**src/verilog/controlPkg.sv**
```systemverilog
package controlPkg;

    // MIPS32 instruction field widths
    localparam int opcodeW = 6;
    localparam int functW  = 6;
    localparam int regW    = 5;

    // Primary opcodes handled by the decoder
    typedef enum logic [opcodeW-1:0] {
        opSpecial = 6'h00,
        opRegimm  = 6'h01,
        opJ       = 6'h02,
        opJal     = 6'h03,
        opBeq     = 6'h04,
        opBne     = 6'h05,
        opBlez    = 6'h06,
        opBgtz    = 6'h07,
        opAddi    = 6'h08,
        opAddiu   = 6'h09,
        opSlti    = 6'h0a,
        opSltiu   = 6'h0b,
        opAndi    = 6'h0c,
        opOri     = 6'h0d,
        opXori    = 6'h0e,
        opLui     = 6'h0f,
        opLb      = 6'h20,
        opLh      = 6'h21,
        opLw      = 6'h23,
        opLbu     = 6'h24,
        opLhu     = 6'h25,
        opSb      = 6'h28,
        opSh      = 6'h29,
        opSw      = 6'h2b
    } opcodeT;

    // R-type function codes
    typedef enum logic [functW-1:0] {
        fnSll  = 6'h00,
        fnSrl  = 6'h02,
        fnSra  = 6'h03,
        fnSllv = 6'h04,
        fnSrlv = 6'h06,
        fnSrav = 6'h07,
        fnJr   = 6'h08,
        fnJalr = 6'h09,
        fnMovz = 6'h0a,
        fnMovn = 6'h0b,
        fnAdd  = 6'h20,
        fnAddu = 6'h21,
        fnSub  = 6'h22,
        fnSubu = 6'h23,
        fnAnd  = 6'h24,
        fnOr   = 6'h25,
        fnXor  = 6'h26,
        fnNor  = 6'h27,
        fnSlt  = 6'h2a,
        fnSltu = 6'h2b
    } functT;

    // REGIMM branches, selected by the rt field
    typedef enum logic [regW-1:0] {
        rtBltz   = 5'h00,
        rtBgez   = 5'h01,
        rtBltzal = 5'h10,
        rtBgezal = 5'h11
    } regimmT;

    // ALU operations; addu doubles as the idle operation
    typedef enum logic [4:0] {
        aluAddu, aluAdd, aluSub, aluSubu,
        aluAnd, aluOr, aluXor, aluNor,
        aluSlt, aluSltu,
        aluSll, aluSrl, aluSra,
        aluSllv, aluSrlv, aluSrav,
        aluSllc
    } aluOpT;

    // Next-PC source select
    typedef enum logic [1:0] {
        pcNext    = 2'd0,
        pcJumpReg = 2'd1,
        pcJumpImm = 2'd2,
        pcBranch  = 2'd3
    } pcSrcT;

endpackage

```
**src/verilog/aluDecoder.sv**
```systemverilog
`timescale 1ns/10ps

module aluDecoder import controlPkg::*; (
    input  opcodeT opCode,
    input  functT  funct,
    output aluOpT  aluOp
);

    always_comb begin
        case (opCode)
            opSpecial: begin
                case (funct)
                    fnAdd:   aluOp = aluAdd;
                    fnAddu:  aluOp = aluAddu;
                    fnSub:   aluOp = aluSub;
                    fnSubu:  aluOp = aluSubu;
                    fnAnd:   aluOp = aluAnd;
                    fnOr:    aluOp = aluOr;
                    fnXor:   aluOp = aluXor;
                    fnNor:   aluOp = aluNor;
                    fnSlt:   aluOp = aluSlt;
                    fnSltu:  aluOp = aluSltu;
                    fnSll:   aluOp = aluSll;
                    fnSrl:   aluOp = aluSrl;
                    fnSra:   aluOp = aluSra;
                    fnSllv:  aluOp = aluSllv;
                    fnSrlv:  aluOp = aluSrlv;
                    fnSrav:  aluOp = aluSrav;
                    // jr, jalr, movn and movz pass rs through
                    default: aluOp = aluAddu;
                endcase
            end
            opAddi:  aluOp = aluAdd;
            opAddiu: aluOp = aluAddu;
            opSlti:  aluOp = aluSlt;
            opSltiu: aluOp = aluSltu;
            opAndi:  aluOp = aluAnd;
            opOri:   aluOp = aluOr;
            opXori:  aluOp = aluXor;
            // Immediate shifted into the upper half
            opLui:   aluOp = aluSllc;
            // Address generation for loads and stores, nothing useful for the rest
            default: aluOp = aluAddu;
        endcase
    end

endmodule

```
**src/verilog/branchResolver.sv**
```systemverilog
`timescale 1ns/10ps

module branchResolver import controlPkg::*; (
    input  opcodeT opCode,
    input  regimmT rt,
    input  logic   isBranch,
    input  logic   isJump,
    input  logic   jumpReg,
    input  logic   cmpEq,
    input  logic   cmpGz,
    input  logic   cmpGez,
    input  logic   cmpLz,
    input  logic   cmpLez,
    output pcSrcT  pcSrc,
    output logic   branchLink,
    output logic   nextIsDelay
);

    logic taken;
    logic knownBranch;

    always_comb begin
        taken       = 1'b0;
        knownBranch = 1'b1;
        case (opCode)
            opBeq:  taken = cmpEq;
            opBne:  taken = ~cmpEq;
            opBlez: taken = cmpLez;
            opBgtz: taken = cmpGz;
            opRegimm: begin
                case (rt)
                    rtBltz, rtBltzal: taken = cmpLz;
                    rtBgez, rtBgezal: taken = cmpGez;
                    // Unused rt codes are not branches
                    default: knownBranch = 1'b0;
                endcase
            end
            default: ;
        endcase
    end

    // Link is written even when the branch falls through
    assign branchLink = isBranch && (opCode == opRegimm) && ((rt == rtBltzal) || (rt == rtBgezal));

    always_comb begin
        if (isJump) begin
            pcSrc = jumpReg ? pcJumpReg : pcJumpImm;
        end else if (isBranch && knownBranch && taken) begin
            pcSrc = pcBranch;
        end else begin
            pcSrc = pcNext;
        end
    end

    assign nextIsDelay = isJump | (isBranch & knownBranch);

endmodule

```
**src/verilog/controlPipeline.sv**
```systemverilog
`timescale 1ns/10ps

module controlPipeline import controlPkg::*; (
    input  logic  clock,
    input  logic  reset,
    input  logic  stall,
    input  aluOpT idAluOp,
    input  logic  idAluSrcImm,
    input  logic  idRegDst,
    input  logic  idLink,
    input  logic  idMovn,
    input  logic  idMovz,
    input  logic  idMemRead,
    input  logic  idMemWrite,
    input  logic  idMemByte,
    input  logic  idMemHalf,
    input  logic  idMemSignExtend,
    input  logic  idRegWrite,
    input  logic  idMemToReg,
    output aluOpT exAluOp,
    output logic  exAluSrcImm,
    output logic  exRegDst,
    output logic  exMovn,
    output logic  exMovz,
    output logic  exLink,
    output logic  memRead,
    output logic  memWrite,
    output logic  memByte,
    output logic  memHalf,
    output logic  memSignExtend,
    output logic  memRegWrite,
    output logic  memToReg
);

    // Memory and writeback bits waiting in EX
    logic [6:0] exMemBits;

    // ID/EX: a stall turns the incoming instruction into a bubble
    always_ff @(posedge clock) begin
        if (reset || stall) begin
            exAluOp     <= aluAddu;
            exAluSrcImm <= 1'b0;
            exRegDst    <= 1'b0;
            exMovn      <= 1'b0;
            exMovz      <= 1'b0;
            exLink      <= 1'b0;
            exMemBits   <= '0;
        end else begin
            exAluOp     <= idAluOp;
            exAluSrcImm <= idAluSrcImm;
            exRegDst    <= idRegDst;
            exMovn      <= idMovn;
            exMovz      <= idMovz;
            exLink      <= idLink;
            // Every link form writes its return address
            exMemBits   <= {idMemRead, idMemWrite, idMemByte, idMemHalf,
                            idMemSignExtend, idRegWrite | idLink, idMemToReg};
        end
    end

    // EX/MEM advances regardless of stall
    always_ff @(posedge clock) begin
        if (reset) begin
            {memRead, memWrite, memByte, memHalf, memSignExtend, memRegWrite, memToReg} <= '0;
        end else begin
            {memRead, memWrite, memByte, memHalf, memSignExtend, memRegWrite, memToReg} <=
                exMemBits;
        end
    end

endmodule

```
**src/verilog/instructionControl.sv**
```systemverilog
`timescale 1ns/10ps

module instructionControl import controlPkg::*; (
    input  logic               clock,
    input  logic               reset,
    input  logic               stall,
    input  logic [opcodeW-1:0] opCode,
    input  logic [functW-1:0]  funct,
    input  logic [regW-1:0]    rt,
    input  logic               cmpEq,
    input  logic               cmpGz,
    input  logic               cmpGez,
    input  logic               cmpLz,
    input  logic               cmpLez,
    output pcSrcT              pcSrc,
    output logic               link,
    output logic               signExtend,
    output logic               nextIsDelay,
    output aluOpT              exAluOp,
    output logic               exAluSrcImm,
    output logic               exRegDst,
    output logic               exMovn,
    output logic               exMovz,
    output logic               exLink,
    output logic               memRead,
    output logic               memWrite,
    output logic               memByte,
    output logic               memHalf,
    output logic               memSignExtend,
    output logic               memRegWrite,
    output logic               memToReg
);

    // ID-stage control
    aluOpT idAluOp;
    logic  idAluSrcImm, idRegDst, idLink, idMovn, idMovz;
    logic  idMemRead, idMemWrite, idMemByte, idMemHalf, idMemSignExtend;
    logic  idRegWrite, idMemToReg;
    logic  isBranch, isJump, jumpReg;
    logic  branchLink;

    mainDecoder u_mainDecoder (
        .opCode        (opcodeT'(opCode)),
        .funct         (functT'(funct)),
        .aluSrcImm     (idAluSrcImm),
        .regDst        (idRegDst),
        .link          (idLink),
        .movn          (idMovn),
        .movz          (idMovz),
        .memRead       (idMemRead),
        .memWrite      (idMemWrite),
        .memByte       (idMemByte),
        .memHalf       (idMemHalf),
        .memSignExtend (idMemSignExtend),
        .regWrite      (idRegWrite),
        .memToReg      (idMemToReg),
        .isBranch      (isBranch),
        .isJump        (isJump),
        .jumpReg       (jumpReg),
        .signExtend    (signExtend)
    );

    aluDecoder u_aluDecoder (
        .opCode (opcodeT'(opCode)),
        .funct  (functT'(funct)),
        .aluOp  (idAluOp)
    );

    branchResolver u_branchResolver (
        .opCode      (opcodeT'(opCode)),
        .rt          (regimmT'(rt)),
        .isBranch    (isBranch),
        .isJump      (isJump),
        .jumpReg     (jumpReg),
        .cmpEq       (cmpEq),
        .cmpGz       (cmpGz),
        .cmpGez      (cmpGez),
        .cmpLz       (cmpLz),
        .cmpLez      (cmpLez),
        .pcSrc       (pcSrc),
        .branchLink  (branchLink),
        .nextIsDelay (nextIsDelay)
    );

    // jal and jalr from the decoder, bltzal and bgezal from the resolver
    assign link = idLink | branchLink;

    controlPipeline u_controlPipeline (
        .clock           (clock),
        .reset           (reset),
        .stall           (stall),
        .idAluOp         (idAluOp),
        .idAluSrcImm     (idAluSrcImm),
        .idRegDst        (idRegDst),
        .idLink          (link),
        .idMovn          (idMovn),
        .idMovz          (idMovz),
        .idMemRead       (idMemRead),
        .idMemWrite      (idMemWrite),
        .idMemByte       (idMemByte),
        .idMemHalf       (idMemHalf),
        .idMemSignExtend (idMemSignExtend),
        .idRegWrite      (idRegWrite),
        .idMemToReg      (idMemToReg),
        .exAluOp         (exAluOp),
        .exAluSrcImm     (exAluSrcImm),
        .exRegDst        (exRegDst),
        .exMovn          (exMovn),
        .exMovz          (exMovz),
        .exLink          (exLink),
        .memRead         (memRead),
        .memWrite        (memWrite),
        .memByte         (memByte),
        .memHalf         (memHalf),
        .memSignExtend   (memSignExtend),
        .memRegWrite     (memRegWrite),
        .memToReg        (memToReg)
    );

endmodule

```
**src/verilog/mainDecoder.sv**
```systemverilog
`timescale 1ns/10ps

module mainDecoder import controlPkg::*; (
    input  opcodeT opCode,
    input  functT  funct,
    output logic   aluSrcImm,
    output logic   regDst,
    output logic   link,
    output logic   movn,
    output logic   movz,
    output logic   memRead,
    output logic   memWrite,
    output logic   memByte,
    output logic   memHalf,
    output logic   memSignExtend,
    output logic   regWrite,
    output logic   memToReg,
    output logic   isBranch,
    output logic   isJump,
    output logic   jumpReg,
    output logic   signExtend
);

    always_comb begin
        // Everything idle unless the opcode says otherwise
        aluSrcImm     = 1'b0;
        regDst        = 1'b0;
        link          = 1'b0;
        movn          = 1'b0;
        movz          = 1'b0;
        memRead       = 1'b0;
        memWrite      = 1'b0;
        memByte       = 1'b0;
        memHalf       = 1'b0;
        memSignExtend = 1'b0;
        regWrite      = 1'b0;
        memToReg      = 1'b0;
        isBranch      = 1'b0;
        isJump        = 1'b0;
        jumpReg       = 1'b0;
        signExtend    = 1'b1;

        case (opCode)
            opSpecial: begin
                case (funct)
                    fnAdd, fnAddu, fnSub, fnSubu, fnAnd, fnOr, fnXor, fnNor,
                    fnSlt, fnSltu, fnSll, fnSrl, fnSra, fnSllv, fnSrlv, fnSrav: begin
                        regDst   = 1'b1;
                        regWrite = 1'b1;
                    end
                    fnJr: begin
                        isJump  = 1'b1;
                        jumpReg = 1'b1;
                    end
                    // Return address goes to rd
                    fnJalr: begin
                        isJump   = 1'b1;
                        jumpReg  = 1'b1;
                        link     = 1'b1;
                        regDst   = 1'b1;
                        regWrite = 1'b1;
                    end
                    fnMovn, fnMovz: begin
                        regDst   = 1'b1;
                        regWrite = 1'b1;
                        movn     = (funct == fnMovn);
                        movz     = (funct == fnMovz);
                    end
                    default: ;
                endcase
            end
            opAddi, opAddiu, opSlti, opSltiu: begin
                aluSrcImm = 1'b1;
                regWrite  = 1'b1;
            end
            // Logical immediates are zero extended
            opAndi, opOri, opXori, opLui: begin
                aluSrcImm  = 1'b1;
                regWrite   = 1'b1;
                signExtend = 1'b0;
            end
            opJ: isJump = 1'b1;
            opJal: begin
                isJump   = 1'b1;
                link     = 1'b1;
                regWrite = 1'b1;
            end
            opBeq, opBne, opBlez, opBgtz, opRegimm: isBranch = 1'b1;
            opLb, opLh, opLw, opLbu, opLhu: begin
                aluSrcImm     = 1'b1;
                memRead       = 1'b1;
                regWrite      = 1'b1;
                memToReg      = 1'b1;
                memByte       = (opCode == opLb) || (opCode == opLbu);
                memHalf       = (opCode == opLh) || (opCode == opLhu);
                memSignExtend = (opCode == opLb) || (opCode == opLh);
            end
            opSb, opSh, opSw: begin
                aluSrcImm = 1'b1;
                memWrite  = 1'b1;
                memByte   = (opCode == opSb);
                memHalf   = (opCode == opSh);
            end
            default: ;
        endcase
    end

endmodule
```
**config.mk**
```make
export PLATFORM = sky130hd
export DESIGN_NAME = instructionControl
export DESIGN_NICKNAME = d
export VERILOG_FILES = /design/src/verilog/controlPkg.sv /design/src/verilog/aluDecoder.sv /design/src/verilog/branchResolver.sv /design/src/verilog/controlPipeline.sv /design/src/verilog/instructionControl.sv /design/src/verilog/mainDecoder.sv
export SDC_FILE = /design/constraint.sdc
export NUM_CORES = 1
export LEC_CHECK = 0
export ABC_AREA = 1
export BUFFER_PORTS_ARGS = -buffer_cell sky130_fd_sc_hd__buf_2
export CAP_MARGIN = 10
export CORE_MARGIN = 3
export CORE_UTILIZATION = 50
export CTS_BUF_LIST = sky130_fd_sc_hd__clkbuf_16
export DETAILED_ROUTE_END_ITERATION = 8
export MAX_ROUTING_LAYER = met4
export PLACE_DENSITY_LB_ADDON = 0.15
export SYNTH_ARGS = -nofsm -noshare
export SYNTH_HDL_FRONTEND = slang
export SYNTH_SLANG_ARGS = --single-unit
```
**constraint.sdc**
```tcl
create_clock -name clock -period 2.9 [get_ports clock]
set_input_delay 0.145 -clock clock [delete_from_list [all_inputs] [get_ports clock]]
set_output_delay 0.145 -clock clock [all_outputs]
set_load 0.1 [all_outputs]
```
# --- Word level (Yosys, flattened, before mapping) ---
# Memory sizes are Yosys's and may differ from the RTL's.
# Index checks and enable logic that the tools add are counted.
op_classes:
  muxes: 22
  eq_ne: 45
  reduce_logical: 28
  bitwise: 8
ops:
  columns: ["cell", "count"]
  rows:
  - ["$eq A6 B6 Y1 const B", 18]
  - ["$eq A6 B4 Y1 const B", 12]
  - ["$eq A6 B3 Y1 const B", 7]
  - ["$pmux W5 S8", 1]
  - ["$eq A6 B2 Y1 const B", 4]
  - ["$reduce_or A19 Y1", 1]
  - ["$reduce_or A16 Y1", 1]
  - ["$reduce_or A14 Y1", 1]
  - ["$reduce_or A2 Y1", 7]
  - ["$logic_not A6 Y1", 2]
  - ["$pmux W1 S2", 6]
  - ["$mux W1", 11]
  - ["$eq A5 B5 Y1 const B", 2]
  - ["$reduce_or A5 Y1", 2]
  - ["$reduce_or A4 Y1", 2]
  - ["$eq A6 B1 Y1 const B", 1]
  - ["$mux W2", 3]
  - ["$reduce_or A3 Y1", 2]
  - ["$eq A5 B1 Y1 const B", 1]
  - ["$logic_not A5 Y1", 1]
  - ["$logic_or A1 B1 Y1", 5]
  - ["$pmux W1 S5", 1]
  - ["$logic_and A1 B1 Y1", 4]
  - ["$not A1 Y1", 4]
  - ["2 further kinds", 4]
word_totals:
  n_memories: 1
  word_cells: 119
  romBits: 256
  in_bits: 25
  output_inout_bits: 22
  register_bits: 24
mem_list:
  columns: ["memory", "words", "word_bits", "rd", "rd_ports_with_merged_regs", "write_ports", "line_no", "text"]
  rows:
  - ["(name not given)", 64, 4, 1, 0, 0, "aluDecoder.sv:12", "case (funct)"]

# --- Longest topological paths before layout ---
# Gate-level depths: netlist of run 1.
depth:
  word_depth: 8
  depth_mapped: 10
  ltp_nobuf: 10

# --- By module ---
# From an unflattened synthesis of run 1, not the netlist that was laid out.
hier_totals:
  hier_cells: 241
  hier_area_um2: 1610.3
by_module_without_submodules:
  columns: ["module", "cells_each", "seq_area_each_um2", "area_per_inst_um2", "instances"]
  rows:
  - ["controlPipeline", 77, 480.5, 804.5, 1]
  - ["aluDecoder", 60, 0.0, 307.8, 1]
  - ["mainDecoder", 61, 0.0, 297.8, 1]
  - ["branchResolver", 40, 0.0, 188.9, 1]
  - ["instructionControl", 3, 0.0, 11.3, 1]

# --- Worst setup path after synthesis of run 1 ---
# Ideal clock, no wire load.
synth_path:
  kind: "input port to output port"
  start: "in funct[1]"
  end: "out pcSrc[0]"
  path_stages: 4
  path_buffers: 0
  setup_slack_ps: 1176
  t_required_ps: 2755
  arrival_time_ps: 1579
  path_cell_list: "inv_1 -> ha_1 -> o2111ai_1 -> nand4_1"
synth_via:
  elab_chain_cells: 6
  word_cells_on_any_way: 8
  cone_classes: "2 x eq/ne; 5 x mux; 1 x reduce/logical"
synth_rtl:
  columns: ["item", "line_no", "text"]
  rows:
  - ["start, declared", "instructionControl.sv:8", "input logic [functW-1:0] funct,"]
  - ["$eq A6 B4 Y1", "mainDecoder.sv:45", "case (funct)"]
  - ["$reduce_or A2 Y1 (no line) (*)", null, null]
  - ["$mux W1 (*)", "mainDecoder.sv:45", null]
  - ["$mux W1", "mainDecoder.sv:43", "case (opCode)"]
  - ["$mux W2", "branchResolver.sv:47", "pcSrc = jumpReg ? pcJumpReg : pcJumpImm;"]
  - ["$mux W2 (*)", "branchResolver.sv:46", "if (isJump) begin"]
  - ["end, declared", "instructionControl.sv:15", "output pcSrcT pcSrc,"]
# Every way passes the cells marked *; elsewhere a longest branch is shown, timed or not.

# --- Worst setup path after layout of run 1 ---
layout_path:
  start: "in opCode[4]"
  end: "out pcSrc[0]"
layout_via:
  elab_chain_cells: 7
  word_cells_on_any_way: 20
  cone_classes: "7 x eq/ne; 8 x mux; 5 x reduce/logical"
layout_rtl:
  columns: ["item", "line_no", "text"]
  rows:
  - ["start, declared", "instructionControl.sv:7", "input logic [opcodeW-1:0] opCode,"]
  - ["$eq A6 B3 Y1 or $eq A6 B1 Y1 (tied branches)", "branchResolver.sv:25, mainDecoder.sv:43", null]
  - ["$reduce_or A5 Y1", "mainDecoder.sv:43", null]
  - ["$mux W1", "mainDecoder.sv:43", null]
  - ["$logic_and A1 B1 Y1 (2 in a row)", "branchResolver.sv:48", "end else if (isBranch && knownBranch && taken) begin"]
  - ["$mux W2", "branchResolver.sv:48", null]
  - ["$mux W2 (*)", "branchResolver.sv:46", null]
# Marked as above.

==> flow_summary.toml, run 1 <==
[run_status]
status = "finished clean"

[clocking]
htreeDepth = 1
cts_tree = "yes"
cts_sinks = 22
worstSkewPairLatency_ns = 0.25
cts_inserted_buffers = 3
hold_buffers = 0
cts_max_path_buffers = 2
cts_setup_buffers = 0
path_clk_slew_ns = 0.06
root_buffer = "clkbuf_16"
cts-resized-gates = 0

[worst_setup_path]
critical_path.max_fanout = 6
endpoint_kind = "output port"
worstPathCellList = "buf_2 -> nor2_4 -> inv_1 -> nor2_1 -> nand3_1 -> nand2_1 -> nand2_1 -> nand4_1 -> buf_2"
crit_required_ns = 2.76
criticalPathCategory = "primary input to output port"
path_buf_inv = 3
cpLargestDelayFamily = "simple AND/OR/NAND/NOR gates"
cp.arrival_ns = 1.54
cpPeakStageDelay_ns = 0.43
cp-start-kind = "primary input"
crit_path_top_delay_cell = "buf_2"

[yosys]
synth_top_area_share_pct = 33.1
avgSynthCellArea_um2 = 6.56
syn-num-nets = 233
synthTopCellsByArea = "dfxtp_1, nand2_1, inv_1, nor2_1, nand3_1"
ys_seq_area_share_pct = 33.1
syn_area_mm2 = 0.00133
synth.distinct_cells = 27
ys_warn_count = 0
synth_top_area_cell = "dfxtp_1"
synth_seq_cells = 22
netlist_instances = 203

[pwr]
clkPwrFrac_pct = 46.0
power_frac_comb_pct = 16.2
p_seq_share_pct = 37.8
ir_worst_vdd_uv = 423
power.density_mw_per_mm2 = 478
switchingPower_w = 0.000195
power_w = 0.000810
intPower_w = 0.000614
swShare_pct = 24.1
p_leak_nw = 0.955

[placement]
gp_congestion = 0.903
io_buffers = 46
dpl_cell_area_mm2 = 0.00159
dp_slack_ns = 1.23
dp_hpwl_um = 2340

[grt]
track_usage_pct = 18.7
grt_pass1_vias = 1180
grt_pass1_wl_um = 4880
overflow = 0
antenna_found_initial = 0
grt_max_degree = 14

[routing]
dr.first_iter.drc_count = 55
routed_wl_um = 2840
antenna_left = 0
vias = 1375
drc = 0
drt-wirelength-per-cell_um = 10.1
dr.pass1.iters = 4
viasPerCell = 4.89

[sta]
min_period_over_period_pct = 57.9
final-hold-violation-count = 0
drv_slew = 0
fin_crit_ns = 1.68
tightest_slew_ns = 0.493
setup_viol = 0
setup_slack_ns = 1.22
fin_skew_ns = 0.00214
fmax_mhz = 595
tns_ns = 0
relSlewSlack_pct = 67.3
rsz0062_at_grt = "no"

[die]
coreArea_mm2 = 0.00250
start_util_pct = 53.3
dieArea_mm2 = 0.00332
rows = 18
io-pin-count = 47
fp.dieW_um = 57.6
die_h_um = 57.6

[flow_run]
drv_cap = 0

[layout]
synthToLayoutAreaGrowth_pct = 27.0
fill_cells = 248
multi_input_area_um2 = 741
fin_nets = 282
diodes = 0
final-seq-area_um2 = 440
layout-drive-gt1-share_pct = 25.9
design_area_mm2 = 0.00169

[min_path]
holdCritPathClass = "primary input to flop"
## power groups by stage
stage	Clock, W	Combinational, W	Sequential (W)
6_report	0.000372	0.000132	0.000306
5_1_grt	0.000392	0.000145	0.000306
4_1_cts	0.000377	0.000131	0.000306
3_5_place_dp	0	0.000131	0.000313
3_3_place_gp	0	0.000131	0.000312
2_1_floorplan	0	0.0000776	0.000326
## cells in the mapped netlist (all sizes together)
cell type,instances
a21oi,7
a22oi,1
a31oi,1
buf,2
dfxtp,22
ha,5
inv,37
nand2,52
nand3,19
nand4,3
nor2,35
nor3,4
nor4,2
o2111ai,2
o21a,1
o21ai,7
o22ai,1
o31ai,2
## worst reg2reg max path: stages, from the launching register on
cell and delay (ns):
dfxtp_1 0.29, inv_1 0.05, nor2_1 0.04
## cells by family after synthesis
family	Yosys count	share of synthesized area, %
buffers and inverters	39	11.4
DFF	22	33.1
and+or+nand+nor	115	40.8
adders and majority gates	5	4.69
AOI/OAI and AO/OA	22	10.0
## flip-flops by register name, summed over array words and instances, names as in the netlist
name,flops
u_controlPipeline.exMemBits,6
u_controlPipeline.exAluOp,5
u_controlPipeline.exAluSrcImm,1
u_controlPipeline.exLink,1
u_controlPipeline.exMovn,1
u_controlPipeline.exMovz,1
u_controlPipeline.exRegDst,1
u_controlPipeline.memByte,1
u_controlPipeline.memHalf,1
u_controlPipeline.memRead,1
u_controlPipeline.memRegWrite,1
u_controlPipeline.memSignExtend,1
u_controlPipeline.memWrite,1
## placed cells by master, fill, tap and decap left out, types with 3 or more instances in the layout
| cell type | instances |
|---|---|
| ha_1 | 5 |
| inv_1 | 36 |
| nand4_1 | 3 |
| a21oi_1 | 6 |
| buf_2 | 46 |
| clkbuf_16 | 3 |
| nor2_4 | 4 |
| nand3_1 | 16 |
| nand2_1 | 50 |
| o21ai_0 | 7 |
| nand3_2 | 3 |
| dfxtp_1 | 22 |
| nor2_1 | 29 |
## layer usage
metal / track usage (%) / vias to the layer above / routed length, um
met3: 2.45 / 8 / 187
met5: - / - / 0
met1: 26.0 / 579 / 1370
met2: 27.6 / 47 / 1230
li1: - / 741 / -
met4: 7.62 / 0 / 51
## through the flow
step / hold WS (ns) / std cells / util, %
2_1_floorplan: 0.216 / 203 / -
3_3_place_gp: 0.391 / 277 / 63.5
3_5_place_dp: 0.394 / 277 / 63.5
4_1_cts: 0.167 / 281 / 67.7
5_1_grt: 0.180 / 281 / 67.7
6_report: 0.169 / 281 / 67.7
## final timing paths
check | startpoint | end | slack, ns | cells after the start
setup / recovery | opCode[4] | pcSrc[0] | 1.22 | 9
hold reg to reg | u_controlPipeline.exMemBits[3]$_SDFF_PP0_ | u_controlPipeline.memHalf$_SDFF_PP0_ | 0.40 | 2
setup reg to reg | u_controlPipeline.exMemBits[5]$_SDFF_PP0_ | u_controlPipeline.memWrite$_SDFF_PP0_ | 2.41 | 2
hold / removal | reset | u_controlPipeline.memHalf$_SDFF_PP0_ | 0.17 | 2
## final cells by class
class,count,share of cell area (%)
multi-input combinational,142,43.8
sequential,22,26.0
timing repair buffer,46,13.6
inverter,37,8.20
clock buffer,3,4.43
tap,30,2.22
clock inverter,1,1.77
Note: power is estimated with default switching activity, not from simulation.
==> inputs of run 2 (changes only) <==
- CORE_UTILIZATION: 50 -> 49
- clock period: 2.9 -> 1.75 ns (I/O delays scaled with it)
==> flow_summary.toml, run 2 (synthesized netlist as in run 1, its figures left out) <==
[sta]
relSlewSlack_pct = 67.5
min_period_over_period_pct = 83.2
fmax_mhz = 687
fin_crit_ns = 1.46
setup_slack_ns = 0.294
rsz0062_at_grt = "no"
tns_ns = 0
final-hold-violation-count = 0
setup_viol = 0
drv_slew = 0
fin_skew_ns = 0.000927
tightest_slew_ns = 0.491

[layout]
reg.largest.list = "u_controlPipeline.exMemBits (6), u_controlPipeline.exAluOp (5)"
final_common_cell = "nand2_1"
layout-drive-gt1-share_pct = 26.2
diodes = 0
fill_cells = 241
top_register = "u_controlPipeline.exMemBits"
synthToLayoutAreaGrowth_pct = 31.0
mostFrequentLayoutCells = "nand2_1, buf_2, inv_1"
fin_nets = 283
largest_reg_flops = 6
final_cells = 282

[pwr]
ir_worst_vdd_uv = 762
clkPwrFrac_pct = 45.7
switchingPower_w = 0.000332
power_frac_comb_pct = 17.1
power.density_mw_per_mm2 = 779
intPower_w = 0.00103
p_seq_share_pct = 37.3
swShare_pct = 24.4
p_leak_nw = 0.969

[routing]
routed_wl_um = 3110
drc = 0
dr.first_iter.drc_count = 55
vias = 1383
viasPerCell = 4.90
dr.pass1.iters = 5
antenna_left = 0
drt-wirelength-per-cell_um = 11.0

[die]
dieArea_mm2 = 0.00338
die_h_um = 58.2
coreArea_mm2 = 0.00252
rows = 18
start_util_pct = 52.8
fp.dieW_um = 58.2
io-pin-count = 47

[clocking]
htreeDepth = 1
cts_sinks = 22
cts_tree = "yes"
cts_inserted_buffers = 3
cts_setup_buffers = 0
worstSkewPairLatency_ns = 0.25
path_clk_slew_ns = 0.05
hold_buffers = 0
cts-resized-gates = 0
cts_max_path_buffers = 2
root_buffer = "clkbuf_16"

[worst_setup_path]
cp-start-kind = "primary input"
regToRegEndpoint = "u_controlPipeline.memSignExtend$_SDFF_PP0_"
reg2reg_depth = 2
critPathMostFrequentCell = "buf_2"
regToRegStartpoint = "u_controlPipeline.exMemBits[2]$_SDFF_PP0_"
cp.arrival_ns = 1.37
crit_path_top_delay_cell = "buf_2"
cpLargestDelayFamily = "simple AND/OR/NAND/NOR gates"
criticalPathCategory = "primary input to output port"
endpoint_kind = "output port"
path_buf_inv = 2
worst-r2r-setup-slack_ns = 1.27
worstPathCellList = "buf_2 -> nor2_1 -> nand2_1 -> nor2_2 -> o2111ai_1 -> nand3_1 -> buf_2"
critical_path.max_fanout = 4
cpPeakStageDelay_ns = 0.42
crit_required_ns = 1.66

[grt]
grt_pass1_wl_um = 5060
grt_max_degree = 14
track_usage_pct = 20.0
overflow = 0
antenna_found_initial = 0
grt_pass1_vias = 1194

[run_status]
status = "finished clean"

[flow_run]
drv_cap = 0

[min_path]
holdPathStages = 2
min_to = "u_controlPipeline.memRegWrite$_SDFF_PP0_"
min_from = "reset"
holdCritPathClass = "primary input to flop"

[placement]
dp_slack_ns = 0.304
post-place-cells = 278
dp_hpwl_um = 2470
gp_congestion = 0.932
io_buffers = 46
[run 2: cell count changes in the layout (fill, tap and decap cells not counted)]
cell,change
buf_2,-3
buf_12,+3
buf_4,+1
[run 2: layout make-up]
| class | count | area, um2 | area share, % |
|---|---|---|---|
| timing repair buffer | 47 | 283 | 16.2 |
| tap | 30 | 37.5 | 2.15 |
| sequential | 22 | 440 | 25.2 |
| clock inverter | 1 | 30.0 | 1.72 |
| multi-input combinational | 142 | 741 | 42.4 |
| inverter | 37 | 139 | 7.96 |
| clock buffer | 3 | 75.1 | 4.30 |
[run 2: per-layer routing]
layer	vias to the layer above	global-route usage (%)	wire length (um)
met5	-	-	0
met4	0	11.6	92
met3	8	2.45	264
met2	59	31.8	1390
met1	580	24.3	1360
li1	736	-	-
[run 2: worst max-delay path by stage]
stage,start,end,depth (start not counted)
4_1_cts,opCode[2],nextIsDelay,7
6_report,opCode[2],nextIsDelay,7
2_1_floorplan,funct[1],pcSrc[0],4
3_5_place_dp,opCode[2],nextIsDelay,7
3_3_place_gp,opCode[2],nextIsDelay,7
5_1_grt,opCode[2],nextIsDelay,7
[run 2: metrics by stage]
| stage | utilization (%) | total power (W) | cell area, um2 | hold slack, ns |
|---|---|---|---|---|
| finish | 69.2 | 0.00136 | 1750 | 0.102 |
| global route | 69.2 | 0.00141 | 1750 | 0.119 |
| CTS | 69.2 | 0.00137 | 1750 | 0.106 |
| detailed placement | 65.0 | 0.000747 | 1640 | 0.371 |
| global placement | 65.0 | 0.000746 | 1640 | 0.367 |
| floorplan | - | 0.000668 | 1330 | 0.159 |
[run 2: power by group through the flow]
stage / sequential, W / combinational [W] / clock [W]
finish: 0.000507 / 0.000232 / 0.000621
detailed placement: 0.000518 / 0.000229 / 0
floorplan: 0.000539 / 0.000129 / 0
global route: 0.000507 / 0.000256 / 0.000645
CTS: 0.000507 / 0.000231 / 0.000633
global placement: 0.000518 / 0.000228 / 0
[run 2: worst register-to-register path: stages (launching register included)]
cell	delay (ns)
dfxtp_1	0.30
inv_1	0.05
nor2_1	0.03
==> inputs of run 3 (changes only) <==
- CORE_UTILIZATION: 49 -> 44
- clock period: 1.75 -> 1.3 ns (I/O delays scaled with it)
==> flow_summary.toml, run 3 (synthesized netlist as in run 1, its figures left out) <==
[sta]
setup_slack_ns = 0.110
drv_slew = 0
tightest_slew_ns = 0.494
fmax_mhz = 840
final-hold-violation-count = 0
min_period_over_period_pct = 91.5
relSlewSlack_pct = 67.3
setup_viol = 0
worst_hold_slack_ns = 0.0816
fin_skew_ns = 0.000984
rsz0062_at_grt = "no"
fin_crit_ns = 1.19

[pwr]
intPower_w = 0.00140
power_w = 0.00184
p_seq_share_pct = 37.1
switchingPower_w = 0.000441
power.density_mw_per_mm2 = 1010
ir_worst_vdd_uv = 546
swShare_pct = 24.0
p_leak_nw = 0.989
power_frac_comb_pct = 18.1
clkPwrFrac_pct = 44.7

[worst_setup_path]
worst-r2r-setup-slack_ns = 0.81
cp-start-kind = "primary input"
critical_path.max_fanout = 4
reg2reg_depth = 2
cpPeakStageDelay_ns = 0.19
criticalPathCategory = "primary input to output port"
regToRegEndpoint = "u_controlPipeline.memSignExtend$_SDFF_PP0_"
regToRegStartpoint = "u_controlPipeline.exMemBits[2]$_SDFF_PP0_"
cp-startpoint = "opCode[2]"
endpoint_kind = "output port"
worstPathCellList = "buf_2 -> nor2_1 -> nand2_1 -> nor2_4 -> o2111ai_2 -> nand4_1 -> buf_12"
crit_path_top_delay_cell = "nand4_1"
crit_required_ns = 1.24
cp.arrival_ns = 1.12

[clocking]
path_clk_slew_ns = 0.05
htreeDepth = 1
cts_max_path_buffers = 2
cts-resized-gates = 0
root_buffer = "clkbuf_16"
cts_sinks = 22
cts_setup_buffers = 0
cts_tree = "yes"
worstSkewPairLatency_ns = 0.25
hold_buffers = 0
cts_inserted_buffers = 3

[placement]
dp_hpwl_um = 2610
post-place-cells = 283
dp_slack_ns = 0.0886
io_buffers = 46
gp_congestion = 0.850

[routing]
drt-wirelength-per-cell_um = 11.0
antenna_left = 0
vias = 1387
drc = 0
viasPerCell = 4.83
routed_wl_um = 3140
dr.pass1.iters = 4
dr.first_iter.drc_count = 64

[min_path]
min_to = "u_controlPipeline.memRead$_SDFF_PP0_"
holdPathStages = 2
holdCritPathClass = "primary input to flop"
min_from = "reset"

[flow_run]
drv_cap = 0

[layout]
largest_reg_flops = 6
final_common_cell = "nand2_1"
diodes = 0
mostFrequentLayoutCells = "nand2_1, buf_2, inv_1"
fin_nets = 287
layout-drive-gt1-share_pct = 30.1
fill_cells = 261
final_cells = 287
fin_util_pct = 64.5
synthToLayoutAreaGrowth_pct = 36.9
top_register = "u_controlPipeline.exMemBits"
reg.largest.list = "u_controlPipeline.exMemBits (6), u_controlPipeline.exAluOp (5)"

[die]
start_util_pct = 47.1
coreArea_mm2 = 0.00283
io-pin-count = 47
fp.dieW_um = 61.0
dieArea_mm2 = 0.00372
rows = 19
die_h_um = 61.0

[grt]
grt_pass1_vias = 1189
overflow = 0
track_usage_pct = 18.1
antenna_found_initial = 0
grt_max_degree = 14
grt_pass1_wl_um = 4990

[run_status]
status = "finished clean"
[run 3: metal layers]
metal / part of all wire (%) / vias up / global-route usage, %
met3: 5.5 / 4 / 1.47
met4: 0.92 / 0 / 6.50
li1: - / 749 / -
met1: 48 / 578 / 24.2
met2: 45 / 56 / 28.4
met5: 0 / - / -
[run 3: metrics by stage]
stage	area [um2]	setup TNS, ns
floorplan	1360	-0.419
global placement	1710	0
detailed placement	1710	0
CTS	1820	0
global route	1820	0
finish	1820	0
[run 3: cell type report]
cell class / instances / area, um2 / share of cell area, %
Multi-Input combinational cell: 142 / 772 / 42.3
Clock buffer: 3 / 75.1 / 4.12
Clock inverter: 1 / 30.0 / 1.65
Sequential cell: 22 / 442 / 24.2
Timing Repair Buffer: 51 / 328 / 18.0
Tap cell: 31 / 38.8 / 2.13
Inverter: 37 / 139 / 7.61
[run 3: critical path, delay by kind of cell]
family / cells / cell delay (ns)
compound gates: 1 / 0.12
buf+inv: 2 / 0.31
simple gates: 4 / 0.63
[run 3: power groups by stage]
stage	clock network [W]	logic, W	registers (W)
final	0.000823	0.000333	0.000683
after global routing	0.000862	0.000362	0.000683
after CTS	0.000842	0.000330	0.000683
after detailed placement	0	0.000329	0.000697
after global placement	0	0.000330	0.000697
after floorplan	0	0.000179	0.000726
[run 3: worst max path at each step]
stage	depth (start not counted)	endpoint	slack (ns)
after CTS	7	pcSrc[0]	0.09
after detailed placement	11	u_controlPipeline.exMemBits[1]$_SDFF_PP0_	0.09
after global placement	11	u_controlPipeline.exMemBits[1]$_SDFF_PP0_	0.08
final	7	pcSrc[0]	0.11
after global routing	7	pcSrc[0]	0.006
after floorplan	4	pcSrc[0]	-0.21
